**src/rtl/ctrl_monitor_pkg.sv**
```systemverilog
`default_nettype none

package ctrl_monitor_pkg;

  //////////////////////////////////////////////////////////////////////
  // Controller encodings
  //////////////////////////////////////////////////////////////////////

  // PC source that the controller selects when it redirects fetch
  typedef enum logic [2:0] {
    PC_BOOT     = 3'd0,
    PC_JUMP     = 3'd1,
    PC_MRET     = 3'd2,
    PC_BRANCH   = 3'd3,
    PC_TRAP_NMI = 3'd4,
    PC_TRAP_EXC = 3'd5,
    PC_DRET     = 3'd6
  } pc_mux_e;

  //////////////////////////////////////////////////////////////////////
  // Violation codes and check vectors
  //////////////////////////////////////////////////////////////////////

  // The code value is also the bit position in the check vector
  typedef enum logic [2:0] {
    CHK_B2B_BRANCH         = 3'd0,
    CHK_B2B_JUMP           = 3'd1,
    CHK_FENCEI_NO_WB       = 3'd2,
    CHK_FENCEI_EARLY_CLEAR = 3'd3,
    CHK_FENCEI_STUCK       = 3'd4,
    CHK_FENCEI_NOT_READY   = 3'd5,
    CHK_BUS_ERR_TYPE       = 3'd6,
    CHK_NMI_RETIRE         = 3'd7
  } check_e;

  localparam int unsigned N_CHECKS = 8;

  typedef logic [N_CHECKS-1:0] chk_vec_t;

  // Flow checks own codes 0 to 5, the bus tracker codes 6 and 7
  typedef logic [5:0] flow_flags_t;
  typedef logic [1:0] bus_flags_t;

  localparam int unsigned STAMP_W_DEFAULT = 16;

endpackage

`default_nettype wire

```
**src/rtl/ctrl_event_if.sv**
```systemverilog
`timescale 1ns/1ps
`default_nettype none

// Registered controller and data-bus events, all from the same input cycle
interface ctrl_event_if #(
  parameter int unsigned STAMP_W = 16
);

  logic                      pc_set;
  ctrl_monitor_pkg::pc_mux_e pc_mux;
  logic                      obi_req;
  logic                      obi_gnt;
  logic                      obi_we;
  logic                      obi_rvalid;
  logic                      obi_err;
  logic                      wb_valid;
  logic                      last_op_wb;
  logic                      fencei_in_wb;
  logic                      fencei_flush_req;
  logic                      fencei_flush_ack;
  logic                      fencei_ready;
  logic                      nmi_pending;
  logic                      nmi_is_store;
  // Cycle stamp that belongs to the events above
  logic [STAMP_W-1:0]        stamp;

  modport sampler (
    output pc_set, pc_mux, obi_req, obi_gnt, obi_we, obi_rvalid, obi_err,
           wb_valid, last_op_wb, fencei_in_wb, fencei_flush_req,
           fencei_flush_ack, fencei_ready, nmi_pending, nmi_is_store, stamp
  );

  modport check (
    input pc_set, pc_mux, obi_req, obi_gnt, obi_we, obi_rvalid, obi_err,
          wb_valid, last_op_wb, fencei_in_wb, fencei_flush_req,
          fencei_flush_ack, fencei_ready, nmi_pending, nmi_is_store, stamp
  );

endinterface

`default_nettype wire

```
**src/rtl/ctrl_event_sampler.sv**
```systemverilog
`timescale 1ns/1ps
`default_nettype none

module ctrl_event_sampler #(
  parameter int unsigned STAMP_W = 16
) (
  input  wire                            clk,
  input  wire                            rst_n,
  input  wire                            pc_set_i,
  input  wire ctrl_monitor_pkg::pc_mux_e pc_mux_i,
  input  wire                            obi_req_i,
  input  wire                            obi_gnt_i,
  input  wire                            obi_we_i,
  input  wire                            obi_rvalid_i,
  input  wire                            obi_err_i,
  input  wire                            wb_valid_i,
  input  wire                            last_op_wb_i,
  input  wire                            fencei_in_wb_i,
  input  wire                            fencei_flush_req_i,
  input  wire                            fencei_flush_ack_i,
  input  wire                            fencei_ready_i,
  input  wire                            nmi_pending_i,
  input  wire                            nmi_is_store_i,
  ctrl_event_if.sampler                  ev
);

  logic [STAMP_W-1:0] stamp_q;

  // Free-running cycle stamp, it wraps at its width
  // After edge N it holds N, which is the stamp of the events taken at edge N
  always_ff @(posedge clk or negedge rst_n) begin
    if (!rst_n) begin
      stamp_q <= '0;
    end else begin
      stamp_q <= stamp_q + 1'b1;
    end
  end

  assign ev.stamp = stamp_q;

  // One register stage for every monitored input
  // Clearing them keeps the checkers quiet in the first cycle after reset
  always_ff @(posedge clk or negedge rst_n) begin
    if (!rst_n) begin
      ev.pc_set           <= 1'b0;
      ev.pc_mux           <= ctrl_monitor_pkg::PC_BOOT;
      ev.obi_req          <= 1'b0;
      ev.obi_gnt          <= 1'b0;
      ev.obi_we           <= 1'b0;
      ev.obi_rvalid       <= 1'b0;
      ev.obi_err          <= 1'b0;
      ev.wb_valid         <= 1'b0;
      ev.last_op_wb       <= 1'b0;
      ev.fencei_in_wb     <= 1'b0;
      ev.fencei_flush_req <= 1'b0;
      ev.fencei_flush_ack <= 1'b0;
      ev.fencei_ready     <= 1'b0;
      ev.nmi_pending      <= 1'b0;
      ev.nmi_is_store     <= 1'b0;
    end else begin
      ev.pc_set           <= pc_set_i;
      ev.pc_mux           <= pc_mux_i;
      ev.obi_req          <= obi_req_i;
      ev.obi_gnt          <= obi_gnt_i;
      ev.obi_we           <= obi_we_i;
      ev.obi_rvalid       <= obi_rvalid_i;
      ev.obi_err          <= obi_err_i;
      ev.wb_valid         <= wb_valid_i;
      ev.last_op_wb       <= last_op_wb_i;
      ev.fencei_in_wb     <= fencei_in_wb_i;
      ev.fencei_flush_req <= fencei_flush_req_i;
      ev.fencei_flush_ack <= fencei_flush_ack_i;
      ev.fencei_ready     <= fencei_ready_i;
      ev.nmi_pending      <= nmi_pending_i;
      ev.nmi_is_store     <= nmi_is_store_i;
    end
  end

endmodule

`default_nettype wire

```
**src/rtl/bus_error_tracker.sv**
```systemverilog
`timescale 1ns/1ps
`default_nettype none

module bus_error_tracker (
  input  wire                          clk,
  input  wire                          rst_n,
  ctrl_event_if.check                  ev,
  output ctrl_monitor_pkg::bus_flags_t flags_o
);

  logic       accepted;
  logic       oldest_we;
  logic       err_event;
  logic       nmi_taken;
  logic       retire;
  logic [1:0] retire_limit;
  logic [1:0] out_cnt_q;
  // Write enables of outstanding transactions, bit 1 is the older one
  logic [1:0] out_we_q;
  logic       err_latched_q;
  logic       err_is_write_q;
  logic       retire_at_err_q;
  logic       type_armed_q;
  logic [1:0] retire_cnt_q;

  assign accepted  = ev.obi_req && ev.obi_gnt;
  assign oldest_we = (out_cnt_q == 2'd2) ? out_we_q[1] : out_we_q[0];
  // Only the first error response counts until the NMI is taken
  assign err_event = ev.obi_rvalid && ev.obi_err && !err_latched_q;
  assign nmi_taken = ev.pc_set && (ev.pc_mux == ctrl_monitor_pkg::PC_TRAP_NMI);
  assign retire    = ev.wb_valid && ev.last_op_wb;

  //////////////////////////////////////////////////////////////////////
  // Outstanding transaction queue
  //////////////////////////////////////////////////////////////////////

  always_ff @(posedge clk or negedge rst_n) begin
    if (!rst_n) begin
      out_cnt_q <= 2'd0;
      out_we_q  <= 2'b00;
    end else begin
      if (accepted && !ev.obi_rvalid) begin
        // New entry goes in at bit 0, the older one moves up
        out_cnt_q <= out_cnt_q + 2'd1;
        out_we_q  <= {out_we_q[0], ev.obi_we};
      end else if (!accepted && ev.obi_rvalid) begin
        // The oldest retires, so bit 0 becomes the oldest when one is left
        out_cnt_q <= out_cnt_q - 2'd1;
      end else if (accepted && ev.obi_rvalid) begin
        // Count stays, the oldest leaves and the new one enters
        if (out_cnt_q == 2'd2) begin
          out_we_q <= {out_we_q[0], ev.obi_we};
        end else begin
          out_we_q[0] <= ev.obi_we;
        end
      end
    end
  end

  //////////////////////////////////////////////////////////////////////
  // Error latch and retire counter
  //////////////////////////////////////////////////////////////////////

  always_ff @(posedge clk or negedge rst_n) begin
    if (!rst_n) begin
      err_latched_q   <= 1'b0;
      err_is_write_q  <= 1'b0;
      retire_at_err_q <= 1'b0;
      type_armed_q    <= 1'b0;
    end else begin
      // The type check runs exactly once, one cycle after the latch
      type_armed_q <= err_event;
      if (err_event) begin
        err_latched_q   <= 1'b1;
        err_is_write_q  <= oldest_we;
        retire_at_err_q <= ev.wb_valid;
      end else if (nmi_taken) begin
        err_latched_q <= 1'b0;
      end
    end
  end

  // One retirement fewer is allowed if one coincided with the error
  assign retire_limit = retire_at_err_q ? 2'd2 : 2'd3;

  // Counter saturates at the limit so the violation is reported once
  always_ff @(posedge clk or negedge rst_n) begin
    if (!rst_n) begin
      retire_cnt_q <= 2'd0;
    end else if (!err_latched_q) begin
      retire_cnt_q <= 2'd0;
    end else if (retire && (retire_cnt_q != retire_limit)) begin
      retire_cnt_q <= retire_cnt_q + 2'd1;
    end
  end

  // Bit 0 is CHK_BUS_ERR_TYPE and bit 1 is CHK_NMI_RETIRE
  assign flags_o[0] = type_armed_q &&
                      (!ev.nmi_pending || (ev.nmi_is_store != err_is_write_q));
  assign flags_o[1] = err_latched_q && retire && (retire_cnt_q == retire_limit - 2'd1);

  // A third transaction is never granted while two are still waiting for rvalid
  a_outstanding_max :
    assert property (@(posedge clk) disable iff (!rst_n)
                     (accepted && (out_cnt_q == 2'd2)) |-> ev.obi_rvalid)
      else $error("More than two outstanding data-bus transactions");

endmodule

`default_nettype wire

```
**src/rtl/ctrl_flow_checker.sv**
```systemverilog
`timescale 1ns/1ps
`default_nettype none

module ctrl_flow_checker (
  input  wire                           clk,
  input  wire                           rst_n,
  ctrl_event_if.check                   ev,
  output ctrl_monitor_pkg::flow_flags_t flags_o
);

  logic branch_taken;
  logic jump_taken;
  logic req_and_ack;
  logic branch_q;
  logic jump_q;
  logic req_q;
  logic req_and_ack_q;

  //////////////////////////////////////////////////////////////////////
  // Current cycle events
  //////////////////////////////////////////////////////////////////////

  assign branch_taken = ev.pc_set && (ev.pc_mux == ctrl_monitor_pkg::PC_BRANCH);

  // An mret redirect behaves like a jump for the IF kill rule
  assign jump_taken = ev.pc_set && ((ev.pc_mux == ctrl_monitor_pkg::PC_JUMP) ||
                                    (ev.pc_mux == ctrl_monitor_pkg::PC_MRET));

  assign req_and_ack = ev.fencei_flush_req && ev.fencei_flush_ack;

  // Previous cycle history
  always_ff @(posedge clk or negedge rst_n) begin
    if (!rst_n) begin
      branch_q      <= 1'b0;
      jump_q        <= 1'b0;
      req_q         <= 1'b0;
      req_and_ack_q <= 1'b0;
    end else begin
      branch_q      <= branch_taken;
      jump_q        <= jump_taken;
      req_q         <= ev.fencei_flush_req;
      req_and_ack_q <= req_and_ack;
    end
  end

  //////////////////////////////////////////////////////////////////////
  // Flags, indexed by check code
  //////////////////////////////////////////////////////////////////////

  // IF and ID are killed after a redirect, so two in a row is illegal
  assign flags_o[ctrl_monitor_pkg::CHK_B2B_BRANCH] = branch_taken && branch_q;
  assign flags_o[ctrl_monitor_pkg::CHK_B2B_JUMP]   = jump_taken && jump_q;

  // The flush handshake only runs with a fence.i in writeback
  assign flags_o[ctrl_monitor_pkg::CHK_FENCEI_NO_WB] =
    ev.fencei_flush_req && !ev.fencei_in_wb;

  // A request that was high last cycle without ack must still be high
  assign flags_o[ctrl_monitor_pkg::CHK_FENCEI_EARLY_CLEAR] =
    req_q && !req_and_ack_q && !ev.fencei_flush_req;

  // After req and ack the request drops in the very next cycle
  assign flags_o[ctrl_monitor_pkg::CHK_FENCEI_STUCK] =
    req_and_ack_q && ev.fencei_flush_req;

  // Write buffer must be empty while the handshake is active
  assign flags_o[ctrl_monitor_pkg::CHK_FENCEI_NOT_READY] =
    ev.fencei_flush_req && !ev.fencei_ready;

endmodule

`default_nettype wire

```
**src/rtl/viol_reporter.sv**
```systemverilog
`timescale 1ns/1ps
`default_nettype none

module viol_reporter #(
  parameter int unsigned DEPTH   = 4,
  parameter int unsigned CREDITS = 2,
  parameter int unsigned STAMP_W = 16
) (
  input  wire                             clk,
  input  wire                             rst_n,
  ctrl_event_if.check                     ev,
  input  wire ctrl_monitor_pkg::chk_vec_t flags_i,
  input  wire                             credit_i,
  output logic                            viol_valid_o,
  output ctrl_monitor_pkg::check_e        viol_code_o,
  output logic [STAMP_W-1:0]              viol_stamp_o,
  output logic                            overflow_o
);

  localparam int unsigned PTR_W = (DEPTH > 1) ? $clog2(DEPTH) : 1;
  localparam int unsigned CNT_W = $clog2(DEPTH + 1);
  localparam int unsigned CRD_W = $clog2(CREDITS + 1);

  ctrl_monitor_pkg::chk_vec_t vec_mem [DEPTH];
  logic [STAMP_W-1:0]         stamp_mem [DEPTH];
  logic [PTR_W-1:0]           wr_ptr_q;
  logic [PTR_W-1:0]           rd_ptr_q;
  logic [CNT_W-1:0]           count_q;
  logic [CRD_W-1:0]           credit_q;
  // Bits of the head vector that have already left as records
  ctrl_monitor_pkg::chk_vec_t sent_q;
  ctrl_monitor_pkg::chk_vec_t pending;
  ctrl_monitor_pkg::chk_vec_t pick;
  logic                       empty;
  logic                       full;
  logic                       push;
  logic                       pop;

  assign empty = (count_q == '0);
  assign full  = (count_q == CNT_W'(DEPTH));
  // A vector that finds the queue full is lost
  assign push  = (flags_i != '0) && !full;

  //////////////////////////////////////////////////////////////////////
  // Vector FIFO
  //////////////////////////////////////////////////////////////////////

  always_ff @(posedge clk) begin
    if (push) begin
      vec_mem[wr_ptr_q]   <= flags_i;
      stamp_mem[wr_ptr_q] <= ev.stamp;
    end
  end

  always_ff @(posedge clk or negedge rst_n) begin
    if (!rst_n) begin
      wr_ptr_q <= '0;
      rd_ptr_q <= '0;
      count_q  <= '0;
    end else begin
      if (push) begin
        wr_ptr_q <= (wr_ptr_q == PTR_W'(DEPTH - 1)) ? '0 : wr_ptr_q + 1'b1;
      end
      if (pop) begin
        rd_ptr_q <= (rd_ptr_q == PTR_W'(DEPTH - 1)) ? '0 : rd_ptr_q + 1'b1;
      end
      if (push && !pop) begin
        count_q <= count_q + 1'b1;
      end else if (!push && pop) begin
        count_q <= count_q - 1'b1;
      end
    end
  end

  //////////////////////////////////////////////////////////////////////
  // Serializer and credits
  //////////////////////////////////////////////////////////////////////

  // Lowest unsent bit of the head entry goes out first
  assign pending = empty ? '0 : (vec_mem[rd_ptr_q] & ~sent_q);
  assign pick    = pending & (~pending + 1'b1);

  assign viol_valid_o = !empty && (credit_q != '0);
  assign viol_stamp_o = stamp_mem[rd_ptr_q];
  // Entry leaves once its last set bit is sent
  assign pop          = viol_valid_o && (pending == pick);

  always_comb begin
    viol_code_o = ctrl_monitor_pkg::CHK_B2B_BRANCH;
    for (int i = ctrl_monitor_pkg::N_CHECKS - 1; i >= 0; i--) begin
      if (pending[i]) begin
        viol_code_o = ctrl_monitor_pkg::check_e'(i);
      end
    end
  end

  always_ff @(posedge clk or negedge rst_n) begin
    if (!rst_n) begin
      sent_q     <= '0;
      credit_q   <= CRD_W'(CREDITS);
      overflow_o <= 1'b0;
    end else begin
      if (viol_valid_o) begin
        sent_q <= pop ? '0 : (sent_q | pick);
      end
      credit_q <= credit_q - CRD_W'(viol_valid_o) + CRD_W'(credit_i);
      // Sticky until reset
      if ((flags_i != '0) && full) begin
        overflow_o <= 1'b1;
      end
    end
  end

  // The consumer never returns more credits than it has been given
  a_credit_max :
    assert property (@(posedge clk) disable iff (!rst_n) credit_q <= CRD_W'(CREDITS))
      else $error("Credit count above the initial allocation");

endmodule

`default_nettype wire

```
**src/rtl/ctrl_monitor_top.sv**
```systemverilog
`timescale 1ns/1ps
`default_nettype none

module ctrl_monitor_top #(
  parameter int unsigned DEPTH   = 4,
  parameter int unsigned CREDITS = 2,
  parameter int unsigned STAMP_W = ctrl_monitor_pkg::STAMP_W_DEFAULT
) (
  input  wire                            clk,
  input  wire                            rst_n,
  input  wire                            pc_set_i,
  input  wire ctrl_monitor_pkg::pc_mux_e pc_mux_i,
  input  wire                            obi_req_i,
  input  wire                            obi_gnt_i,
  input  wire                            obi_we_i,
  input  wire                            obi_rvalid_i,
  input  wire                            obi_err_i,
  input  wire                            wb_valid_i,
  input  wire                            last_op_wb_i,
  input  wire                            fencei_in_wb_i,
  input  wire                            fencei_flush_req_i,
  input  wire                            fencei_flush_ack_i,
  input  wire                            fencei_ready_i,
  input  wire                            nmi_pending_i,
  input  wire                            nmi_is_store_i,
  input  wire                            credit_i,
  output logic                           viol_valid_o,
  output ctrl_monitor_pkg::check_e       viol_code_o,
  output logic [STAMP_W-1:0]             viol_stamp_o,
  output logic                           overflow_o
);

  ctrl_monitor_pkg::flow_flags_t flow_flags;
  ctrl_monitor_pkg::bus_flags_t  bus_flags;
  ctrl_monitor_pkg::chk_vec_t    chk_vec;

  ctrl_event_if #(.STAMP_W(STAMP_W)) ev ();

  ctrl_event_sampler #(.STAMP_W(STAMP_W)) u_sampler (
    .clk                (clk),
    .rst_n              (rst_n),
    .pc_set_i           (pc_set_i),
    .pc_mux_i           (pc_mux_i),
    .obi_req_i          (obi_req_i),
    .obi_gnt_i          (obi_gnt_i),
    .obi_we_i           (obi_we_i),
    .obi_rvalid_i       (obi_rvalid_i),
    .obi_err_i          (obi_err_i),
    .wb_valid_i         (wb_valid_i),
    .last_op_wb_i       (last_op_wb_i),
    .fencei_in_wb_i     (fencei_in_wb_i),
    .fencei_flush_req_i (fencei_flush_req_i),
    .fencei_flush_ack_i (fencei_flush_ack_i),
    .fencei_ready_i     (fencei_ready_i),
    .nmi_pending_i      (nmi_pending_i),
    .nmi_is_store_i     (nmi_is_store_i),
    .ev                 (ev.sampler)
  );

  bus_error_tracker u_bus_tracker (
    .clk     (clk),
    .rst_n   (rst_n),
    .ev      (ev.check),
    .flags_o (bus_flags)
  );

  ctrl_flow_checker u_flow_checker (
    .clk     (clk),
    .rst_n   (rst_n),
    .ev      (ev.check),
    .flags_o (flow_flags)
  );

  // Bus codes sit above the flow codes in the check vector
  assign chk_vec = {bus_flags, flow_flags};

  viol_reporter #(
    .DEPTH   (DEPTH),
    .CREDITS (CREDITS),
    .STAMP_W (STAMP_W)
  ) u_reporter (
    .clk          (clk),
    .rst_n        (rst_n),
    .ev           (ev.check),
    .flags_i      (chk_vec),
    .credit_i     (credit_i),
    .viol_valid_o (viol_valid_o),
    .viol_code_o  (viol_code_o),
    .viol_stamp_o (viol_stamp_o),
    .overflow_o   (overflow_o)
  );

endmodule

`default_nettype wire

```
**config.mk**
```make
export PLATFORM = sky130hd
export DESIGN_NAME = ctrl_monitor_top
export DESIGN_NICKNAME = d
export VERILOG_FILES = /design/src/rtl/ctrl_monitor_pkg.sv /design/src/rtl/ctrl_event_if.sv /design/src/rtl/ctrl_event_sampler.sv /design/src/rtl/bus_error_tracker.sv /design/src/rtl/ctrl_flow_checker.sv /design/src/rtl/viol_reporter.sv /design/src/rtl/ctrl_monitor_top.sv
export SDC_FILE = /design/constraint.sdc
export NUM_CORES = 1
export LEC_CHECK = 0
export BUFFER_PORTS_ARGS = -buffer_cell sky130_fd_sc_hd__buf_2
export CORE_ASPECT_RATIO = 1.75
export CORE_MARGIN = 4
export CORE_UTILIZATION = 50
export DETAILED_ROUTE_END_ITERATION = 7
export HOLD_SLACK_MARGIN = 0.02
export PLACE_DENSITY = 0.68
export SLEW_MARGIN = 20
export SYNTH_ARGS = -nofsm -noshare
export SYNTH_HDL_FRONTEND = slang
export SYNTH_SLANG_ARGS = --single-unit
```
**constraint.sdc**
```tcl
create_clock -name clk -period 9.51 [get_ports clk]
set_input_delay 0.951 -clock clk [delete_from_list [all_inputs] [get_ports clk]]
set_output_delay 0.951 -clock clk [all_outputs]
set_load 0.03 [all_outputs]
```
# ---- Word-level counts from Yosys, hierarchy flattened
# Memory sizes are Yosys's and may differ from the RTL's.
# Cells that the tools add are included.
dict set report word_totals {
  ff_bits 65
  ram_bits 96
  inputBits 20
  output_inout_bits 21
  elab_cells 147
  memories 2
}
dict set report op_classes {
  n_addsub 12
  eq_ne 14
  mux 28
  bitwise 5
  reduce_logical 52
}
# memory words width rd rd_ports_with_merged_regs wr line
set memory_table {}
lappend memory_table {u_reporter.stamp_mem 4 16 1 0 1 viol_reporter.sv:25} ;# logic [STAMP_W-1:0] stamp_mem [DEPTH];
lappend memory_table {u_reporter.vec_mem 4 8 1 0 1 viol_reporter.sv:24} ;# ctrl_monitor_pkg::chk_vec_t vec_mem [DEPTH];
# operator count
set op_table {}
lappend op_table {{$mux W3} 10}
lappend op_table {{$logic_and A1 B1 Y1} 28}
lappend op_table {{$mux W2} 9}
lappend op_table {{$add A16 B1 Y16 const B} 1}
lappend op_table {{$and A8 B8 Y8} 2}
lappend op_table {{$mux W8} 2}
lappend op_table {{$not A8 Y8} 2}
lappend op_table {{$logic_not A1 Y1} 12}
lappend op_table {{$reduce_bool A2 Y1} 6}
lappend op_table {{$add A2 B1 Y2 const B} 4}
lappend op_table {{$add A8 B1 Y8 const B} 1}
lappend op_table {{$eq A8 B8 Y1} 1}
lappend op_table {{$or A8 B8 Y8} 1}
lappend op_table {{$reduce_bool A8 Y1} 1}
lappend op_table {{$mux W1} 7}
lappend op_table {{$eq A2 B2 Y1 const B} 3}
lappend op_table {{$eq A3 B2 Y1 const B} 2}
lappend op_table {{$eq A3 B3 Y1 const B} 2}
lappend op_table {{$sub A2 B1 Y2 const B} 2}
lappend op_table {{$add A3 B1 Y3 const B} 1}
lappend op_table {{$eq A3 B1 Y1 const B} 1}
lappend op_table {{$logic_not A3 Y1} 1}
lappend op_table {{$reduce_and A3 Y1} 1}
lappend op_table {{$sub A3 B1 Y3 const B} 1}
lappend op_table {{other kinds (9)} 10}

# ---- Depth between registers and ports, before layout
dict set report depth {
  depth_word 11
  depth_mapped 16
  depth_no_buf 13
}

# ---- By module
# A second synthesis with hierarchy kept.
dict set report hier_totals {
  hier_cells 409
  hier_area_um2 6610.1
}
# mod instances cells_per_inst area_each_um2 seq_area_each_um2
set by_module_without_submodules {}
lappend by_module_without_submodules {viol_reporter 1 268 4748.3 3334.4}
lappend by_module_without_submodules {ctrl_event_sampler 1 74 1127.3 825.8}
lappend by_module_without_submodules {bus_error_tracker 1 52 549.3 250.2}
lappend by_module_without_submodules {ctrl_flow_checker 1 15 185.2 100.1}

# ---- Worst setup path after synthesis
# No wires, ideal clock.
dict set report synth_timing {
  kind {register -> register}
  startpoint {reg u_reporter.rd_ptr_q[1]}
  endpoint {reg u_reporter.count_q[1]}
  setup_ns 0.125
  arrival_ns 2.899
  required_ns 9.385
  path_slack_ns 6.487
  path_stages_with_launch 14
  path_cell_list {dfrtp_1 -> buf_6 -> mux2_2 -> a22oi_2 -> nor2_1 -> maj3_2 -> nor2_1 -> o2111a_2 -> buf_6 -> inv_1 -> ha_1 -> inv_1 -> fa_1 -> mux2_2}
}
dict set report synth_between {
  elab_chain_len 11
  elab_cells_between_ends 13
}
# item line
set synth_rtl {}
lappend synth_rtl {{start, declared} viol_reporter.sv:27} ;# logic [PTR_W-1:0] rd_ptr_q;
lappend synth_rtl {{start signal, assigned} viol_reporter.sv:65} ;# rd_ptr_q <= (rd_ptr_q == PTR_W'(DEPTH - 1)) ? '0 : rd_ptr_q + 1'b1;
lappend synth_rtl {{$mem_v2 Z4 W8 (*)} --}
lappend synth_rtl {{$and A8 B8 Y8 (*)} viol_reporter.sv:80} ;# assign pending = empty ? '0 : (vec_mem[rd_ptr_q] & ~sent_q);
lappend synth_rtl {{$mux W8 (*)} viol_reporter.sv:80}
lappend synth_rtl {{$not A8 Y8} viol_reporter.sv:81} ;# assign pick = pending & (~pending + 1'b1);
lappend synth_rtl {{$add A8 B1 Y8} viol_reporter.sv:81}
lappend synth_rtl {{$and A8 B8 Y8} viol_reporter.sv:81}
lappend synth_rtl {{$eq A8 B8 Y1 (*)} viol_reporter.sv:86} ;# assign pop = viol_valid_o && (pending == pick);
lappend synth_rtl {{$logic_and A1 B1 Y1 (*)} viol_reporter.sv:86}
lappend synth_rtl {{$logic_not A1 Y1} viol_reporter.sv:67} ;# if (push && !pop) begin
lappend synth_rtl {{$logic_and A1 B1 Y1} viol_reporter.sv:67}
lappend synth_rtl {{$mux W3 / $reduce_bool A2 Y1 (equally long branches)} --}
lappend synth_rtl {{end signal, assigned} viol_reporter.sv:68} ;# count_q <= count_q + 1'b1;
lappend synth_rtl {{end signal, assigned} viol_reporter.sv:70} ;# count_q <= count_q - 1'b1;
lappend synth_rtl {{end, declared} viol_reporter.sv:28} ;# logic [CNT_W-1:0] count_q;
# Every way passes the cells marked *; elsewhere a longest branch is shown, timed or not.
# A chain may end at the register's enable or synchronous reset.

# ---- Worst setup path in the final report
dict set report layout_timing {
  startpoint {reg u_reporter.rd_ptr_q[0]}
  endpoint {out viol_code_o[0]}
}
dict set report layout_between {
  elab_chain_len 11
}
# item line
set layout_rtl {}
lappend layout_rtl {{$mem_v2 Z4 W8 (*)} --}
lappend layout_rtl {{$and A8 B8 Y8 (*)} viol_reporter.sv:80}
lappend layout_rtl {{$mux W8 (*)} viol_reporter.sv:80}
lappend layout_rtl {{$mux W3 (7 in a row)} viol_reporter.sv:91} ;# if (pending[i]) begin
lappend layout_rtl {{$mux W3 (*)} viol_reporter.sv:91}
lappend layout_rtl {{end, declared} ctrl_monitor_top.sv:28} ;# output ctrl_monitor_pkg::check_e viol_code_o,
# Marked as above.

==> results.toml <==
[final_layout]
antenna_cells = 0
drive_above_1_share = 0.261
final_nets = 493
syn_to_final_growth_pct = 15.2
layoutNonFillerInstCount = 643

[sta]
maxSlewViolCount = 0
finalSetupViolCount = 0
rsz0062_at_grt = "false"
clock.fmax_mhz = 267
max_slew_margin = 0.424
fin_crit_sh = 0.394
hold_viol = 0
setup_tns_ns = 0
worst_pin_slew_ns = 0.864
post-route-min-period_ns = 3.75
skew_ns = 0.0113

[drt]
first_pass_iters = 4
vias_per_cell = 5.36
num_vias = 3445
wire_per_inst_microns = 17.5
wl_microns = 11300
initialDrtViolationCount = 134
drcViolationCount = 0
drt.antenna.violating_nets = 0

[clock_network]
tritoncts = "built"
cts_buffer_depth = 2
hold_buffers = 0
cts_buffers = 17
cts-htree-levels = 4
cts_setup_buffers = 0
cts_resized = 0
path_clk_slew_ns = 0.06
clk_latency_ns = 0.41
cts_sinks = 161
cts.root.buffer_cell = "clkbuf_16"

[pwr]
p_int_uw = 1640
p_comb_frac = 0.371
power_density_nw_per_um2 = 345
swShare = 0.359
seqPwrFrac = 0.384
ir_drop_uv = 168
switchingPower_uw = 918
power.share.clock = 0.244
leakagePower_uw = 0.00287

[global_routing]
grt_pass1_wl_microns = 18700
antenna_found_initial = 0
grt.met2_usage = 0.314
grt_max_degree = 66
grt_pass1_vias = 3733
grt_overflow = 0
grt-busiest-layer = "met2"
grt_util_met1 = 0.181
grtUsageMet3 = 0.0371
grt_use_total = 0.169

[run]
maxCapViolations = 0

[placement]
dp.cells = 611
gp_congestion = 0.860
portBuffers = 40
dp_hpwl_microns = 7160

[logic_synthesis]
synth_fp_nets = 435
avgSynthCellArea_sq_um = 15.9
synthCells = 404
netlist_area_sq_um = 6420
synth-compound-area-share = 0.0392
yosys.area_share.xor_xnor = 0.0327
synth-main-ff-cell = "edfxtp_1"
ys_seq_area_frac = 0.703
synthAdderAreaFrac = 0.0261
muxShareOfSynthArea = 0.101
synth_edf_count = 96
synth_top_family_by_area = "multiplexers"
synthArstFlopShare = 0.404
yosys.area_share.simple = 0.0823
synth_cell_types = 47
synth-seq-cells = 161
yosys_warnings = 0

[floorplan]
core-area_sq_um = 12500
die-area_sq_um = 14800
initial_core_util = 0.514
die_x_microns = 93.7
ios = 41
fp.dieH_microns = 158
row_count = 54

[hold_path]
hold_path_class = "flop to flop"
hold_depth = 1
hold_start = "u_bus_tracker.out_cnt_q[1]$_DFFE_PN0P_"

[run_status]
status = "completed"

[critical_path]
worstReg2RegStart = "u_reporter.rd_ptr_q[1]$_DFFE_PN0N_"
ff2ff_path_depth = 12
critPathLaunch = "u_reporter.rd_ptr_q[0]$_DFFE_PN0N_"
worst-path-max-fanout = 37
endpoint_kind = "output pin"
arrival_ns = 2.80
required_ns = 8.56
start_kind = "flop"
criticalPathCategory = "flop to output pin"
cell families after synthesis:
| family | after synthesis |
|---|---|
| flip-flops | 161 |
| buffers and inverters | 21 |
| AO/OA/AOI/OAI | 37 |
| adder cells (fa/ha/maj) | 13 |
| AND/OR/NAND/NOR | 108 |
| XOR/XNOR | 24 |
| multiplexers | 40 |
path summary, 6_finish.rpt:
check	end	slack, ns
worst max-delay path	viol_code_o[0]	5.76
worst min register to register	u_bus_tracker.out_cnt_q[1]$_DFFE_PN0P_	0.46
min in group asynchronous	u_sampler.ev.stamp[5]$_DFF_PN0_	0.73
worst max register to register	u_reporter.count_q[1]$_DFFE_PN0P_	5.86
worst min-delay path	u_bus_tracker.out_cnt_q[1]$_DFFE_PN0P_	0.46
max in group asynchronous	u_reporter.rd_ptr_q[1]$_DFFE_PN0N_	8.20
cell type report:
type | count | area (sq um)
fill | 948 | 5110
sequential | 161 | 4510
multi-input combinational | 222 | 1810
clock buffer | 19 | 454
timing repair buffer | 48 | 260
tap | 168 | 210
clock inverter | 13 | 104
inverter | 12 | 45.0
synth_stat cells (3+ instances only):
cell type | number | area, sq um
nand2_1 | 16 | 60.1
nand3b_1 | 3 | 22.5
mux2_2 | 16 | 180
ha_1 | 10 | 125
nand3_1 | 11 | 55.1
mux4_2 | 18 | 405
o21ai_0 | 8 | 40.0
xor2_1 | 9 | 78.8
inv_1 | 12 | 45.0
and2_1 | 9 | 56.3
nor3_1 | 8 | 40.0
nor2_1 | 39 | 146
a21oi_1 | 11 | 55.1
or2_2 | 3 | 18.8
xnor2_1 | 15 | 131
mux2i_1 | 5 | 50.1
dfrtp_1 | 64 | 1600
edfxtp_1 | 96 | 2880
a22oi_1 | 3 | 22.5
a31oi_1 | 4 | 25.0
nor2b_1 | 9 | 56.3
per-layer routing:
layer  routed length (microns)  up-vias
li1                          -     1604
met1                      4250     1771
met2                      6430       51
met3                       325       19
met4                       269        0
met5                         0        -
power groups by stage:
stage	Sequential, uW	Clock, uW	Combinational [uW]
global placement	983	0	938
detailed placement	993	0	962
floorplan	981	0	735
finish	981	624	948
global route	995	672	1050
CTS	981	638	967
through the flow:
step                hold slack [ns]  power, uW  setup WS [ns]  cell area [sq um]   util
floorplan                     0.419       1720           6.49               6420      -
global placement              0.443       1920           6.03               6830  0.547
detailed placement            0.451       1960           5.84               6830  0.547
CTS                           0.461       2590           5.73               7390  0.591
global route                  0.482       2710           5.53               7390  0.591
finish                        0.462       2550           5.76               7390  0.591
worst max-delay path, cell delays in order (launching register included):
cell and delay [ns]:
dfrtp_1 0.33, buf_4 0.45, mux4_2 0.57, nor2b_1 0.17, nor2_1 0.19, nor2_1 0.06
nor2_1 0.09, o21ai_0 0.13, a22oi_1 0.16, buf_2 0.22
sequential cells by signal (all words and copies together) (netlist names), 2 cells and up:
name and count:
u_bus_tracker.out_cnt_q 2, u_bus_tracker.out_we_q 2, u_bus_tracker.retire_cnt_q 2, u_reporter.count_q 3
u_reporter.credit_q 2, u_reporter.rd_ptr_q 2, u_reporter.sent_q 8, u_reporter.stamp_mem 64
u_reporter.vec_mem 32, u_reporter.wr_ptr_q 2, u_sampler.ev.pc_mux 3, u_sampler.ev.stamp 16
cells in the final DEF, fill, tap and decap left out, types with 10 or more instances in the layout:
cell type,synthesis,layout
a21oi_1,11,11
buf_2,2,40
clkbuf_16,0,18
dfrtp_1,64,64
edfxtp_1,96,96
ha_1,10,10
inv_1,12,12
mux2_2,16,16
mux4_2,18,18
nand2_1,16,16
nand3_1,11,11
nor2_1,39,39
xnor2_1,15,15
No activity file was read; power rests on OpenSTA's default activity.
